===== src/include/caravel_host_defines.svh =====
`ifndef CARAVEL_HOST_DEFINES_SVH
`define CARAVEL_HOST_DEFINES_SVH

// Address map nibbles, bits 31:28 and 27:24
`define CH_USER_SPACE 4'h3
`define CH_HOST_PERIPH 4'hF

// Bus widths
`define CH_WB_ADDR_W 32
`define CH_WB_DATA_W 32
`define CH_PBUS_ADDR_W 16

// UART instances, 1 to 4
`define CH_NUM_UARTS 2
`define CH_UART_DEFAULT_DIV 16

// Local register offsets inside one UART
`define CH_REG_STATUS 16'h0000
`define CH_REG_TXDATA 16'h0004
`define CH_REG_RXDATA 16'h0008
`define CH_REG_DIVIDER 16'h000C

`endif

===== src/logic/caravel_host_pkg.sv =====
package caravel_host_pkg;

`include "caravel_host_defines.svh"

	typedef struct packed {
		logic cyc;
		logic stb;
		logic we;
		logic [3:0] sel;
		logic [`CH_WB_ADDR_W-1:0] adr;
		logic [`CH_WB_DATA_W-1:0] dat;
	} wb_req_t;

	typedef struct packed {
		logic ack;
		logic err;
		logic [`CH_WB_DATA_W-1:0] dat;
	} wb_rsp_t;

	// Peripheral bus, one access per we or oe pulse
	typedef struct packed {
		logic we;
		logic oe;
		logic [3:0] dev;
		logic [`CH_PBUS_ADDR_W-1:0] addr;
		logic [3:0] sel;
		logic [`CH_WB_DATA_W-1:0] wdata;
	} pbus_req_t;

	typedef struct packed {
		logic busy;
		logic [`CH_WB_DATA_W-1:0] rdata;
	} pbus_rsp_t;

	typedef enum logic [1:0] {ROUTE_NONE, ROUTE_USER, ROUTE_HOST} route_e;
	typedef enum logic [1:0] {BR_IDLE, BR_ACCESS, BR_WAIT, BR_ACK} bridge_state_e;
	typedef enum logic [1:0] {TX_IDLE, TX_START, TX_DATA, TX_STOP} uart_tx_state_e;

endpackage


===== src/logic/caravel_host.sv =====
`timescale 1ns/10ps
`include "caravel_host_defines.svh"

module caravel_host (
	input logic wb_clk_i,
	input logic reset_i,
	input caravel_host_pkg::wb_req_t wbs_req_i,
	output caravel_host_pkg::wb_rsp_t wbs_rsp_o,
	output caravel_host_pkg::wb_req_t caravel_req_o,
	input caravel_host_pkg::wb_rsp_t caravel_rsp_i,
	input logic [`CH_NUM_UARTS-1:0] uart_rx_i,
	output logic [`CH_NUM_UARTS-1:0] uart_tx_o,
	output logic [3:0] irq_o
);

	caravel_host_pkg::wb_req_t periph_req;
	caravel_host_pkg::wb_rsp_t periph_rsp;
	caravel_host_pkg::pbus_req_t pbus_req;
	caravel_host_pkg::pbus_rsp_t pbus_rsp;
	caravel_host_pkg::pbus_rsp_t dev_rsp [`CH_NUM_UARTS];
	logic [`CH_NUM_UARTS-1:0] dev_irq;

	wb_address_router u_router (
		.wb_clk_i(wb_clk_i),
		.reset_i(reset_i),
		.host_req_i(wbs_req_i),
		.host_rsp_o(wbs_rsp_o),
		.user_req_o(caravel_req_o),
		.user_rsp_i(caravel_rsp_i),
		.periph_req_o(periph_req),
		.periph_rsp_i(periph_rsp)
	);

	wb_peripheral_bridge u_bridge (
		.wb_clk_i(wb_clk_i),
		.reset_i(reset_i),
		.wb_req_i(periph_req),
		.wb_rsp_o(periph_rsp),
		.pbus_req_o(pbus_req),
		.pbus_rsp_i(pbus_rsp)
	);

	// One UART per device index, starting at 0
	for (genvar i = 0; i < `CH_NUM_UARTS; i++) begin : g_uart
		uart_device #(
			.DEVICE_INDEX(i)
		) u_uart (
			.wb_clk_i(wb_clk_i),
			.reset_i(reset_i),
			.pbus_req_i(pbus_req),
			.pbus_rsp_o(dev_rsp[i]),
			.uart_rx_i(uart_rx_i[i]),
			.uart_tx_o(uart_tx_o[i]),
			.irq_o(dev_irq[i])
		);
	end

	peripheral_read_collector u_collector (
		.wb_clk_i(wb_clk_i),
		.reset_i(reset_i),
		.pbus_req_i(pbus_req),
		.dev_rsp_i(dev_rsp),
		.pbus_rsp_o(pbus_rsp),
		.dev_irq_i(dev_irq),
		.irq_o(irq_o)
	);

endmodule


===== src/logic/peripheral_read_collector.sv =====
`timescale 1ns/10ps
`include "caravel_host_defines.svh"

module peripheral_read_collector (
	input logic wb_clk_i,
	input logic reset_i,
	input caravel_host_pkg::pbus_req_t pbus_req_i,
	input caravel_host_pkg::pbus_rsp_t dev_rsp_i [`CH_NUM_UARTS],
	output caravel_host_pkg::pbus_rsp_t pbus_rsp_o,
	input logic [`CH_NUM_UARTS-1:0] dev_irq_i,
	output logic [3:0] irq_o
);

	logic dev_absent;

	assign dev_absent = pbus_req_i.dev >= 4'(`CH_NUM_UARTS);

	// Unselected devices drive zeros, so a plain OR merges them
	always_comb begin
		pbus_rsp_o = '0;
		for (int i = 0; i < `CH_NUM_UARTS; i++) begin
			pbus_rsp_o.busy = pbus_rsp_o.busy | dev_rsp_i[i].busy;
			pbus_rsp_o.rdata = pbus_rsp_o.rdata | dev_rsp_i[i].rdata;
		end
		if (dev_absent) begin
			pbus_rsp_o.rdata = '1;
		end
	end

	// Unused interrupt bits stay zero
	always_ff @(posedge wb_clk_i) begin
		if (reset_i) begin
			irq_o <= '0;
		end else begin
			irq_o <= 4'(dev_irq_i);
		end
	end

endmodule


===== src/logic/uart_device.sv =====
`timescale 1ns/10ps
`include "caravel_host_defines.svh"

module uart_device #(
	parameter int DEVICE_INDEX = 0
) (
	input logic wb_clk_i,
	input logic reset_i,
	input caravel_host_pkg::pbus_req_t pbus_req_i,
	output caravel_host_pkg::pbus_rsp_t pbus_rsp_o,
	input logic uart_rx_i,
	output logic uart_tx_o,
	output logic irq_o
);

	logic dev_sel;
	logic tx_write;
	logic tx_queue;
	logic tx_tick;
	logic tx_busy;
	logic [15:0] divider;
	caravel_host_pkg::uart_tx_state_e tx_state;
	logic [15:0] tx_cnt;
	logic [2:0] tx_bit;
	logic [7:0] tx_shift;
	logic [7:0] tx_hold;
	logic tx_pending;
	logic rx_meta;
	logic rx_sync;
	logic rx_last;
	logic rx_active;
	logic [15:0] rx_cnt;
	logic [3:0] rx_bit;
	logic [7:0] rx_shift;
	logic [7:0] rx_data;
	logic rx_valid;

	assign dev_sel = pbus_req_i.dev == 4'(DEVICE_INDEX);
	assign tx_write = dev_sel && pbus_req_i.we && pbus_req_i.sel[0]
		&& (pbus_req_i.addr == `CH_REG_TXDATA);
	// Second byte waits in tx_hold while a frame is on the line
	assign tx_queue = tx_write && (tx_state != caravel_host_pkg::TX_IDLE) && !tx_pending;
	assign tx_tick = tx_cnt == divider - 16'd1;
	assign tx_busy = (tx_state != caravel_host_pkg::TX_IDLE) || tx_pending;

	always_ff @(posedge wb_clk_i) begin
		if (reset_i) begin
			divider <= 16'(`CH_UART_DEFAULT_DIV);
		end else if (dev_sel && pbus_req_i.we && pbus_req_i.addr == `CH_REG_DIVIDER) begin
			if (pbus_req_i.sel[0]) begin
				divider[7:0] <= pbus_req_i.wdata[7:0];
			end
			if (pbus_req_i.sel[1]) begin
				divider[15:8] <= pbus_req_i.wdata[15:8];
			end
		end
	end

	// Transmit FSM, start bit, 8 data bits LSB first, stop bit
	always_ff @(posedge wb_clk_i) begin
		if (reset_i) begin
			tx_state <= caravel_host_pkg::TX_IDLE;
			tx_pending <= 1'b0;
			tx_cnt <= '0;
			tx_bit <= '0;
		end else begin
			if (tx_queue) begin
				tx_pending <= 1'b1;
			end
			tx_cnt <= tx_tick ? 16'd0 : tx_cnt + 16'd1;
			case (tx_state)
				caravel_host_pkg::TX_IDLE: begin
					tx_cnt <= '0;
					if (tx_write || tx_pending) begin
						tx_pending <= 1'b0;
						tx_state <= caravel_host_pkg::TX_START;
					end
				end
				caravel_host_pkg::TX_START: begin
					if (tx_tick) begin
						tx_bit <= '0;
						tx_state <= caravel_host_pkg::TX_DATA;
					end
				end
				caravel_host_pkg::TX_DATA: begin
					if (tx_tick) begin
						tx_bit <= tx_bit + 3'd1;
						if (tx_bit == 3'd7) begin
							tx_state <= caravel_host_pkg::TX_STOP;
						end
					end
				end
				default: begin
					if (tx_tick && tx_pending) begin
						tx_pending <= 1'b0;
						tx_state <= caravel_host_pkg::TX_START;
					end else if (tx_tick) begin
						tx_state <= caravel_host_pkg::TX_IDLE;
					end
				end
			endcase
		end
	end

	always_ff @(posedge wb_clk_i) begin
		if (tx_queue) begin
			tx_hold <= pbus_req_i.wdata[7:0];
		end
		if (tx_state == caravel_host_pkg::TX_IDLE) begin
			tx_shift <= tx_write ? pbus_req_i.wdata[7:0] : tx_hold;
		end else if (tx_state == caravel_host_pkg::TX_STOP && tx_tick) begin
			tx_shift <= tx_hold;
		end else if (tx_state == caravel_host_pkg::TX_DATA && tx_tick) begin
			tx_shift <= tx_shift >> 1;
		end
	end

	always_comb begin
		case (tx_state)
			caravel_host_pkg::TX_START: uart_tx_o = 1'b0;
			caravel_host_pkg::TX_DATA: uart_tx_o = tx_shift[0];
			default: uart_tx_o = 1'b1;
		endcase
	end

	// Receiver, bit 0 is the start bit and bit 9 the stop bit
	always_ff @(posedge wb_clk_i) begin
		if (reset_i) begin
			rx_meta <= 1'b1;
			rx_sync <= 1'b1;
			rx_last <= 1'b1;
			rx_active <= 1'b0;
			rx_valid <= 1'b0;
			rx_cnt <= '0;
			rx_bit <= '0;
		end else begin
			rx_meta <= uart_rx_i;
			rx_sync <= rx_meta;
			rx_last <= rx_sync;
			if (dev_sel && pbus_req_i.oe && pbus_req_i.addr == `CH_REG_RXDATA) begin
				rx_valid <= 1'b0;
			end
			if (!rx_active) begin
				if (rx_last && !rx_sync) begin
					// Half a bit to land mid start bit
					rx_active <= 1'b1;
					rx_cnt <= divider >> 1;
					rx_bit <= '0;
				end
			end else if (rx_cnt != 16'd0) begin
				rx_cnt <= rx_cnt - 16'd1;
			end else begin
				rx_cnt <= divider - 16'd1;
				rx_bit <= rx_bit + 4'd1;
				if (rx_bit == 4'd0 && rx_sync) begin
					rx_active <= 1'b0;
				end else if (rx_bit == 4'd9) begin
					rx_active <= 1'b0;
					if (rx_sync) begin
						rx_valid <= 1'b1;
					end
				end
			end
		end
	end

	always_ff @(posedge wb_clk_i) begin
		if (rx_active && rx_cnt == 16'd0) begin
			if (rx_bit >= 4'd1 && rx_bit <= 4'd8) begin
				rx_shift <= {rx_sync, rx_shift[7:1]};
			end else if (rx_bit == 4'd9 && rx_sync) begin
				rx_data <= rx_shift;
			end
		end
	end

	always_comb begin
		pbus_rsp_o.busy = dev_sel && tx_pending;
		pbus_rsp_o.rdata = '0;
		if (dev_sel) begin
			case (pbus_req_i.addr)
				`CH_REG_STATUS: pbus_rsp_o.rdata = {30'd0, rx_valid, tx_busy};
				`CH_REG_RXDATA: pbus_rsp_o.rdata = {24'd0, rx_data};
				`CH_REG_DIVIDER: pbus_rsp_o.rdata = {16'd0, divider};
				default: pbus_rsp_o.rdata = '0;
			endcase
		end
	end

	assign irq_o = rx_valid;

endmodule


===== src/logic/wb_peripheral_bridge.sv =====
`timescale 1ns/10ps
`include "caravel_host_defines.svh"

module wb_peripheral_bridge (
	input logic wb_clk_i,
	input logic reset_i,
	input caravel_host_pkg::wb_req_t wb_req_i,
	output caravel_host_pkg::wb_rsp_t wb_rsp_o,
	output caravel_host_pkg::pbus_req_t pbus_req_o,
	input caravel_host_pkg::pbus_rsp_t pbus_rsp_i
);

	caravel_host_pkg::bridge_state_e state;
	logic we_q;
	logic [19:0] adr_q;
	logic [3:0] sel_q;
	logic [`CH_WB_DATA_W-1:0] wdata_q;
	logic [`CH_WB_DATA_W-1:0] rdata_q;

	always_ff @(posedge wb_clk_i) begin
		if (reset_i) begin
			state <= caravel_host_pkg::BR_IDLE;
			we_q <= 1'b0;
		end else begin
			case (state)
				caravel_host_pkg::BR_IDLE: begin
					if (wb_req_i.cyc && wb_req_i.stb) begin
						we_q <= wb_req_i.we;
						state <= caravel_host_pkg::BR_ACCESS;
					end
				end
				caravel_host_pkg::BR_ACCESS: begin
					state <= caravel_host_pkg::BR_WAIT;
				end
				// Device holds busy while it cannot take the access
				caravel_host_pkg::BR_WAIT: begin
					if (!pbus_rsp_i.busy) begin
						state <= caravel_host_pkg::BR_ACK;
					end
				end
				default: begin
					state <= caravel_host_pkg::BR_IDLE;
				end
			endcase
		end
	end

	// Request payload and captured read data
	always_ff @(posedge wb_clk_i) begin
		if (state == caravel_host_pkg::BR_IDLE && wb_req_i.cyc && wb_req_i.stb) begin
			adr_q <= wb_req_i.adr[19:0];
			sel_q <= wb_req_i.sel;
			wdata_q <= wb_req_i.dat;
		end
		if (state == caravel_host_pkg::BR_WAIT && !pbus_rsp_i.busy) begin
			rdata_q <= pbus_rsp_i.rdata;
		end
	end

	// Single strobe per cycle, only in BR_ACCESS
	always_comb begin
		pbus_req_o.we = (state == caravel_host_pkg::BR_ACCESS) && we_q;
		pbus_req_o.oe = (state == caravel_host_pkg::BR_ACCESS) && !we_q;
		pbus_req_o.dev = adr_q[19:16];
		pbus_req_o.addr = adr_q[15:0];
		pbus_req_o.sel = sel_q;
		pbus_req_o.wdata = wdata_q;
	end

	always_comb begin
		wb_rsp_o.ack = state == caravel_host_pkg::BR_ACK;
		wb_rsp_o.err = 1'b0;
		wb_rsp_o.dat = rdata_q;
	end

endmodule


===== src/logic/wb_address_router.sv =====
`timescale 1ns/10ps
`include "caravel_host_defines.svh"

module wb_address_router (
	input logic wb_clk_i,
	input logic reset_i,
	input caravel_host_pkg::wb_req_t host_req_i,
	output caravel_host_pkg::wb_rsp_t host_rsp_o,
	output caravel_host_pkg::wb_req_t user_req_o,
	input caravel_host_pkg::wb_rsp_t user_rsp_i,
	output caravel_host_pkg::wb_req_t periph_req_o,
	input caravel_host_pkg::wb_rsp_t periph_rsp_i
);

	logic user_space;
	logic host_select;
	logic host_latch;
	caravel_host_pkg::route_e route;

	assign user_space = host_req_i.adr[31:28] == `CH_USER_SPACE;
	assign host_select = user_space && (host_req_i.adr[27:24] == `CH_HOST_PERIPH);

	// Keep a host cycle on the host path until cyc drops
	always_ff @(posedge wb_clk_i) begin
		if (reset_i || !host_req_i.cyc) begin
			host_latch <= 1'b0;
		end else if (host_select) begin
			host_latch <= 1'b1;
		end
	end

	always_comb begin
		if (host_latch || host_select) begin
			route = caravel_host_pkg::ROUTE_HOST;
		end else if (user_space) begin
			route = caravel_host_pkg::ROUTE_USER;
		end else begin
			route = caravel_host_pkg::ROUTE_NONE;
		end
	end

	// Outgoing master sees only the low 28 address bits
	always_comb begin
		user_req_o = '0;
		if (route == caravel_host_pkg::ROUTE_USER) begin
			user_req_o = host_req_i;
			user_req_o.adr = {4'h0, host_req_i.adr[27:0]};
		end
	end

	always_comb begin
		periph_req_o = '0;
		if (route == caravel_host_pkg::ROUTE_HOST) begin
			periph_req_o = host_req_i;
		end
	end

	always_comb begin
		host_rsp_o = '0;
		if (host_req_i.cyc) begin
			case (route)
				caravel_host_pkg::ROUTE_HOST: begin
					host_rsp_o.ack = periph_rsp_i.ack;
					host_rsp_o.dat = periph_rsp_i.dat;
				end
				// Error from the user area still ends the cycle
				caravel_host_pkg::ROUTE_USER: begin
					host_rsp_o.ack = user_rsp_i.ack || user_rsp_i.err;
					host_rsp_o.dat = user_rsp_i.dat;
				end
				default: begin
					host_rsp_o.ack = host_req_i.stb;
				end
			endcase
		end
	end

endmodule


===== config.mk =====
export PLATFORM = sky130hd
export DESIGN_NAME = caravel_host
export DESIGN_NICKNAME = d
export VERILOG_FILES = /design/src/logic/caravel_host_pkg.sv /design/src/logic/caravel_host.sv /design/src/logic/peripheral_read_collector.sv /design/src/logic/uart_device.sv /design/src/logic/wb_peripheral_bridge.sv /design/src/logic/wb_address_router.sv
export VERILOG_INCLUDE_DIRS = /design/src /design/src/include
export SDC_FILE = /design/constraint.sdc
export NUM_CORES = 1
export LEC_CHECK = 0
export CAP_MARGIN = 20
export CORE_MARGIN = 2
export CORE_UTILIZATION = 50
export CTS_BUF_LIST = sky130_fd_sc_hd__clkbuf_4 sky130_fd_sc_hd__clkbuf_8 sky130_fd_sc_hd__clkbuf_16
export CTS_CLUSTER_SIZE = 10
export DETAILED_ROUTE_END_ITERATION = 7
export DONT_BUFFER_PORTS = 1
export SLEW_MARGIN = 10
export SYNTH_ARGS = -nofsm -noshare
export SYNTH_HDL_FRONTEND = slang
export SYNTH_SLANG_ARGS = --single-unit

===== constraint.sdc =====
create_clock -name wb_clk_i -period 8.76 [get_ports wb_clk_i]
set_input_delay 1.752 -clock wb_clk_i [delete_from_list [all_inputs] [get_ports wb_clk_i]]
set_output_delay 1.752 -clock wb_clk_i [all_outputs]
set_load 0.05 [all_outputs]

---- After elaboration in Yosys (flattened, before gate mapping) ----
Cells that the tools add are included.
operators by class
  reduce and logical (&&, ||, !) cells .... 96
  bitwise gates (word level) .............. 4
  order comparisons ....................... 5
  eq/ne operators ......................... 35
  muxes and demuxes ....................... 87
  add/sub/neg operators ................... 10
operator list
  kind                   count
  $mux 71                2
  $mux 16                6
  $mux 32                3
  $pmux 16 s3            2
  $mux 8                 8
  $pmux 32 s2            1
  $sub 16x1->16 const B  4
  $logic_not 16->1       3
  $logic_and 1x1->1      41
  $add 16x1->16 const B  2
  $eq 16x16->1           2
  $eq 16x4->1 const B    2
  $or 32x32->32          1
  $reduce_bool 16->1     2
  $mux 1                 30
  $mux 2                 15
  $mux 4                 6
  $reduce_and 2->1       10
  $ne 2x1->1 const B     9
  $pmux 2 s3             3
  $eq 16x3->1 const B    1
  $eq 2x2->1 const B     7
  $eq 4x4->1 const B     3
  $logic_not 4->1        3
  24 further kinds       71
word-level totals
  flip-flop bits (word level) ............. 268
  output and inout bits ................... 111
  bits of input ports ..................... 109
  logic and storage cells ................. 280

---- Logic depth before layout (Yosys ltp) ----
  depth in word-level cells ............... 10
  depth in mapped cells ................... 12
  mapped depth without buffers ............ 10

---- Hierarchy ----
Synthesis repeated with hierarchy kept, for this count alone.
unflattened totals
  cell total of the unflattened synthesis .. 1,575
  area, all modules ....................... 15,682.5 µm²
modules (own cells, without submodules)
  module                          seq. area each (µm²)  instances  area an instance (µm²)  cells an instance
  uart_device (g_uart[0].u_uart)  2,222.1               1          5,542.8                 602
  uart_device (g_uart[1].u_uart)  2,222.1               1          5,459.0                 606
  wb_peripheral_bridge            2,702.6               1          2,889.0                 115
  wb_address_router               20.0                  1          1,466.4                 208
  peripheral_read_collector       40.0                  1          325.3                   44

---- Least setup slack after synthesis ----
OpenSTA, ideal clock, no wires.
  kind .................................... input port to output port
  start point ............................. in wbs_req_i[58] (netlist bit)
  end point ............................... out wbs_rsp_o[22] (netlist bit)
  arrival ................................. 3,807 ps
  setup slack ............................. 3,201 ps
  cell stages on the path ................. 7
  path buffers ............................ 2
  required time ........................... 7,008 ps
  cell sequence ........................... and4_1 -> a21oi_1 -> and3_1 -> clkbuf_1 -> clkbuf_1 -> nand2_1 -> nand2_1
RTL lines
  what             RTL line           text
  start, declared  caravel_host.sv:7  input caravel_host_pkg::wb_req_t wbs_req_i,
  end, declared    caravel_host.sv:8  output caravel_host_pkg::wb_rsp_t wbs_rsp_o,

==> flow_metrics.env <==
export IMPL_synth_edf_count=119
export IMPL_die_w_um=172
export IMPL_floorplan_initialDensity_pct=50.9
export IMPL_grt_pass1_wl_mm=59.4
export IMPL_drt_initial_drc_count=1156
export IMPL_syn_area_per_cell_um2=9.29
export IMPL_postCtsResizedCells=0
export IMPL_tcrit_tclk_final_pct=62.9
export IMPL_groute_usage_overall_pct=26.1
export IMPL_fraction_of_layout_instances_using_a_drive_strength_above_1_pct=9.15
export IMPL_max_vdd_ir_drop_v=0.000159
export IMPL_critical_path_required_ns=7.01
export IMPL_cts_post_setup_buffers_inserted=0
export IMPL_kind_of_critical_path="input port to primary output"
export IMPL_placed_cells=1806
export IMPL_peak_clock_frequency_supported_by_timing_mhz=181
export IMPL_yosysTopAreaCellShare_pct=25.2
export IMPL_synth_seq_area_share_pct=43.8
export IMPL_finalNetCount=1604
export IMPL_power_leakage_nw=5.91
export IMPL_worst_skew_pair_late_latency_ns=0.57
export IMPL_cts_sinks=251
export IMPL_cts_buffers=30
export IMPL_gr_usage_met2_pct=42.1
export IMPL_antenna_found_initial=9
export IMPL_cts_tree="done"
export IMPL_route_vias_total=11200
export IMPL_synth_top_cell_by_area="edfxtp_1"
export IMPL_setup_skew_after_layout_ns=0.0261
export IMPL_worst_slew_margin_rel_pct=28.5
export IMPL_postLayoutSetupSlackWorst_ns=3.25
export IMPL_max_cap_violations=0
export IMPL_fin_crit_ns=5.51
export IMPL_clkSlewWorstSetupHoldPaths_ns=0.06
export IMPL_finalHoldViolations=0
export IMPL_pin_count=220
export IMPL_groute_layer_met3_usage_pct=3.71
export IMPL_clock_tree_root_cell="clkbuf_16"
export IMPL_unrepaired_setup_endpoints_after_global_routing="false"
export IMPL_fillers=2530
export IMPL_num_rows=61
export IMPL_syn_inst=1528
export IMPL_yosysWarnings=0
export IMPL_critical_path_peak_fanout=106
export IMPL_setup_tns_final_ns=0
export IMPL_core_um2=27900
export IMPL_postCtsHoldBufs=0
export IMPL_die_height_um=172
export IMPL_transition_time_at_the_pin_with_the_least_slew_margin_ns=1.07
export IMPL_start_kind="input port"
export IMPL_drt_wirelength_per_cell_um=20.9
export IMPL_power_per_cell_area_nw_per_um2=198
export IMPL_ys_types=76
export IMPL_timing_critical_path_slowest_cell_delay_ns=0.84
export IMPL_cts_buffer_depth=3
export IMPL_design_die_area_um2=29700
export IMPL_pre_cts_slack_ns=3.26
export IMPL_drt_pre_antenna_iters=6
export IMPL_syn_cell_area_um2=14200
export IMPL_place_area_um2=14300
export IMPL_global_route_overflow_total=0
export IMPL_synth_ff_latch_count=251
export IMPL_cpLargestDelayFamily="compound AO/OA/AOI/OAI gates"
export IMPL_gp_congestion=0.848
export IMPL_data_arrival_time_of_the_critical_path_ns=3.76
export IMPL_place_port_buffers=0
export IMPL_globalRouteMet1Util_pct=36.5
export IMPL_worst_hold_path_type="flop to flop"
export IMPL_layout_cells_non_filler=1870
export IMPL_synth_main_ff_cell="dfxtp_1"
export IMPL_path_buf_inv=1
export IMPL_layout_cell_area_non_filler_um2=15400
export IMPL_highest_count_cells_in_the_layout_ignoring_fill_and_taps="nor2_1, nand2_1, dfxtp_1"
export IMPL_layer_with_the_highest_usage_after_global_routing="met2"
export IMPL_total_number_of_h_tree_levels=1
export IMPL_final_common_cell="nor2_1"
export IMPL_run_status="finished clean"
export IMPL_drtAntennaViolNets=0
export IMPL_critPathCaptureType="primary output"
export IMPL_netlist_top_cells_area="edfxtp_1, dfxtp_1, mux2i_1"
export IMPL_syn_to_final_growth_pct=8.20
export IMPL_pin_count_of_the_biggest_net_entering_global_routing=107
export IMPL_critPathSlowestCell="a21oi_1"
export IMPL_detail_route_wirelength_mm=39.1
export IMPL_vias_per_cell=5.98
export IMPL_route_detailed_drc=0
export IMPL_synthArstFlopShare_pct=0
export IMPL_finalHoldWorstSlack_ns=0.411
export IMPL_place_hpwl_mm=27.5
export IMPL_setup_viol=0
export IMPL_report_final_slew_viol_count=0
export IMPL_crit_path_cell_trace="and4_1 > a21oi_4 > buf_4 > o21ai_0 > a21oi_1"
export IMPL_first_global_vias=10200
## per-stage QoR
step | utilization [%] | total power, mW
floorplan | - | 1.73
global placement | 51.2 | 1.80
detailed placement | 51.3 | 1.81
CTS | 55.0 | 3.06
global route | 55.1 | 3.18
finish | 55.1 | 3.04
## report_power, final
| part | switching, mW | internal (mW) | leakage (nW) |
|---|---|---|---|
| registers | 0.0334 | 1.28 | 2.02 |
| logic | 0.309 | 0.161 | 3.37 |
| clock network | 0.483 | 0.772 | 0.517 |
## flip-flops by register name (all words and copies together), names as in the netlist, 2 cells and up
| signal | cells |
|---|---|
| u_bridge.state | 2 |
| g_uart.u_uart.rx_last | 2 |
| g_uart.u_uart.tx_bit | 6 |
| g_uart.u_uart.tx_pending | 2 |
| u_collector.irq_o | 2 |
| g_uart.u_uart.tx_state | 4 |
| g_uart.u_uart.rx_cnt | 32 |
| g_uart.u_uart.rx_bit | 8 |
| u_bridge.wdata_q | 16 |
| u_bridge.adr_q | 20 |
| g_uart.u_uart.rx_active | 2 |
| g_uart.u_uart.irq_o | 2 |
| g_uart.u_uart.rx_shift | 16 |
| g_uart.u_uart.tx_cnt | 32 |
| g_uart.u_uart.divider | 32 |
| u_bridge.rdata_q | 17 |
| g_uart.u_uart.rx_data | 16 |
| g_uart.u_uart.rx_meta | 2 |
| g_uart.u_uart.rx_sync | 2 |
| g_uart.u_uart.tx_shift | 16 |
| g_uart.u_uart.tx_hold | 16 |
| u_bridge.sel_q | 2 |
## logic make-up (layout without fill, tap and decap cells)
group	Yosys count	count (layout)	share of synthesized area, %
simple gates	667	667	24.4
xor+xnor	100	100	6.56
compound gates	235	235	11.0
flops	251	251	43.8
fa+ha+maj	32	32	2.82
mux	94	94	6.89
buf+inv	148	101	4.44
other cells	1	12	0.0264
## per-layer routing
metal,wire [um],vias up
met1,17400,5261
li1,-,5333
met5,12,-
met2,17400,493
met3,2800,93
met4,1420,2
## final timing paths
kind	cells past startpoint	endpoint	slack (ns)	startpoint
max	5	wbs_rsp_o[33]	3.25	wbs_req_i[58]
min	1	g_uart[1].u_uart.rx_sync	0.41	g_uart[1].u_uart.rx_meta
max reg2reg	8	g_uart[0].u_uart.tx_shift[3]	4.57	g_uart[0].u_uart.divider[4]
min reg2reg	1	g_uart[1].u_uart.rx_sync	0.41	g_uart[1].u_uart.rx_meta
## cell usage after synthesis, types with 20 or more instances
cell and number:
mux2_2 21, and3_1 84, o21ai_0 47, xor2_1 43, xnor2_1 53, dfxtp_1 132, mux2i_1 70, nand2_1 152
inv_1 28, nor2_1 154, a211oi_1 24, ha_1 32, nor2b_1 53, clkbuf_1 97, edfxtp_1 119, nor4_1 20
nand3_1 61, nor3_1 33, a21oi_1 62
## final cells by class
class	count	area [um2]	area share [%]
Multi-Input combinational cell	1135	7400	48.2
Sequential cell	251	6220	40.5
Clock buffer	54	968	6.31
Tap cell	378	473	3.08
Timing Repair Buffer	16	128	0.831
Inverter	29	109	0.709
Clock inverter	2	46.3	0.301
Antenna cell	5	12.5	0.0815
Note: power is estimated with default switching activity, not from simulation.
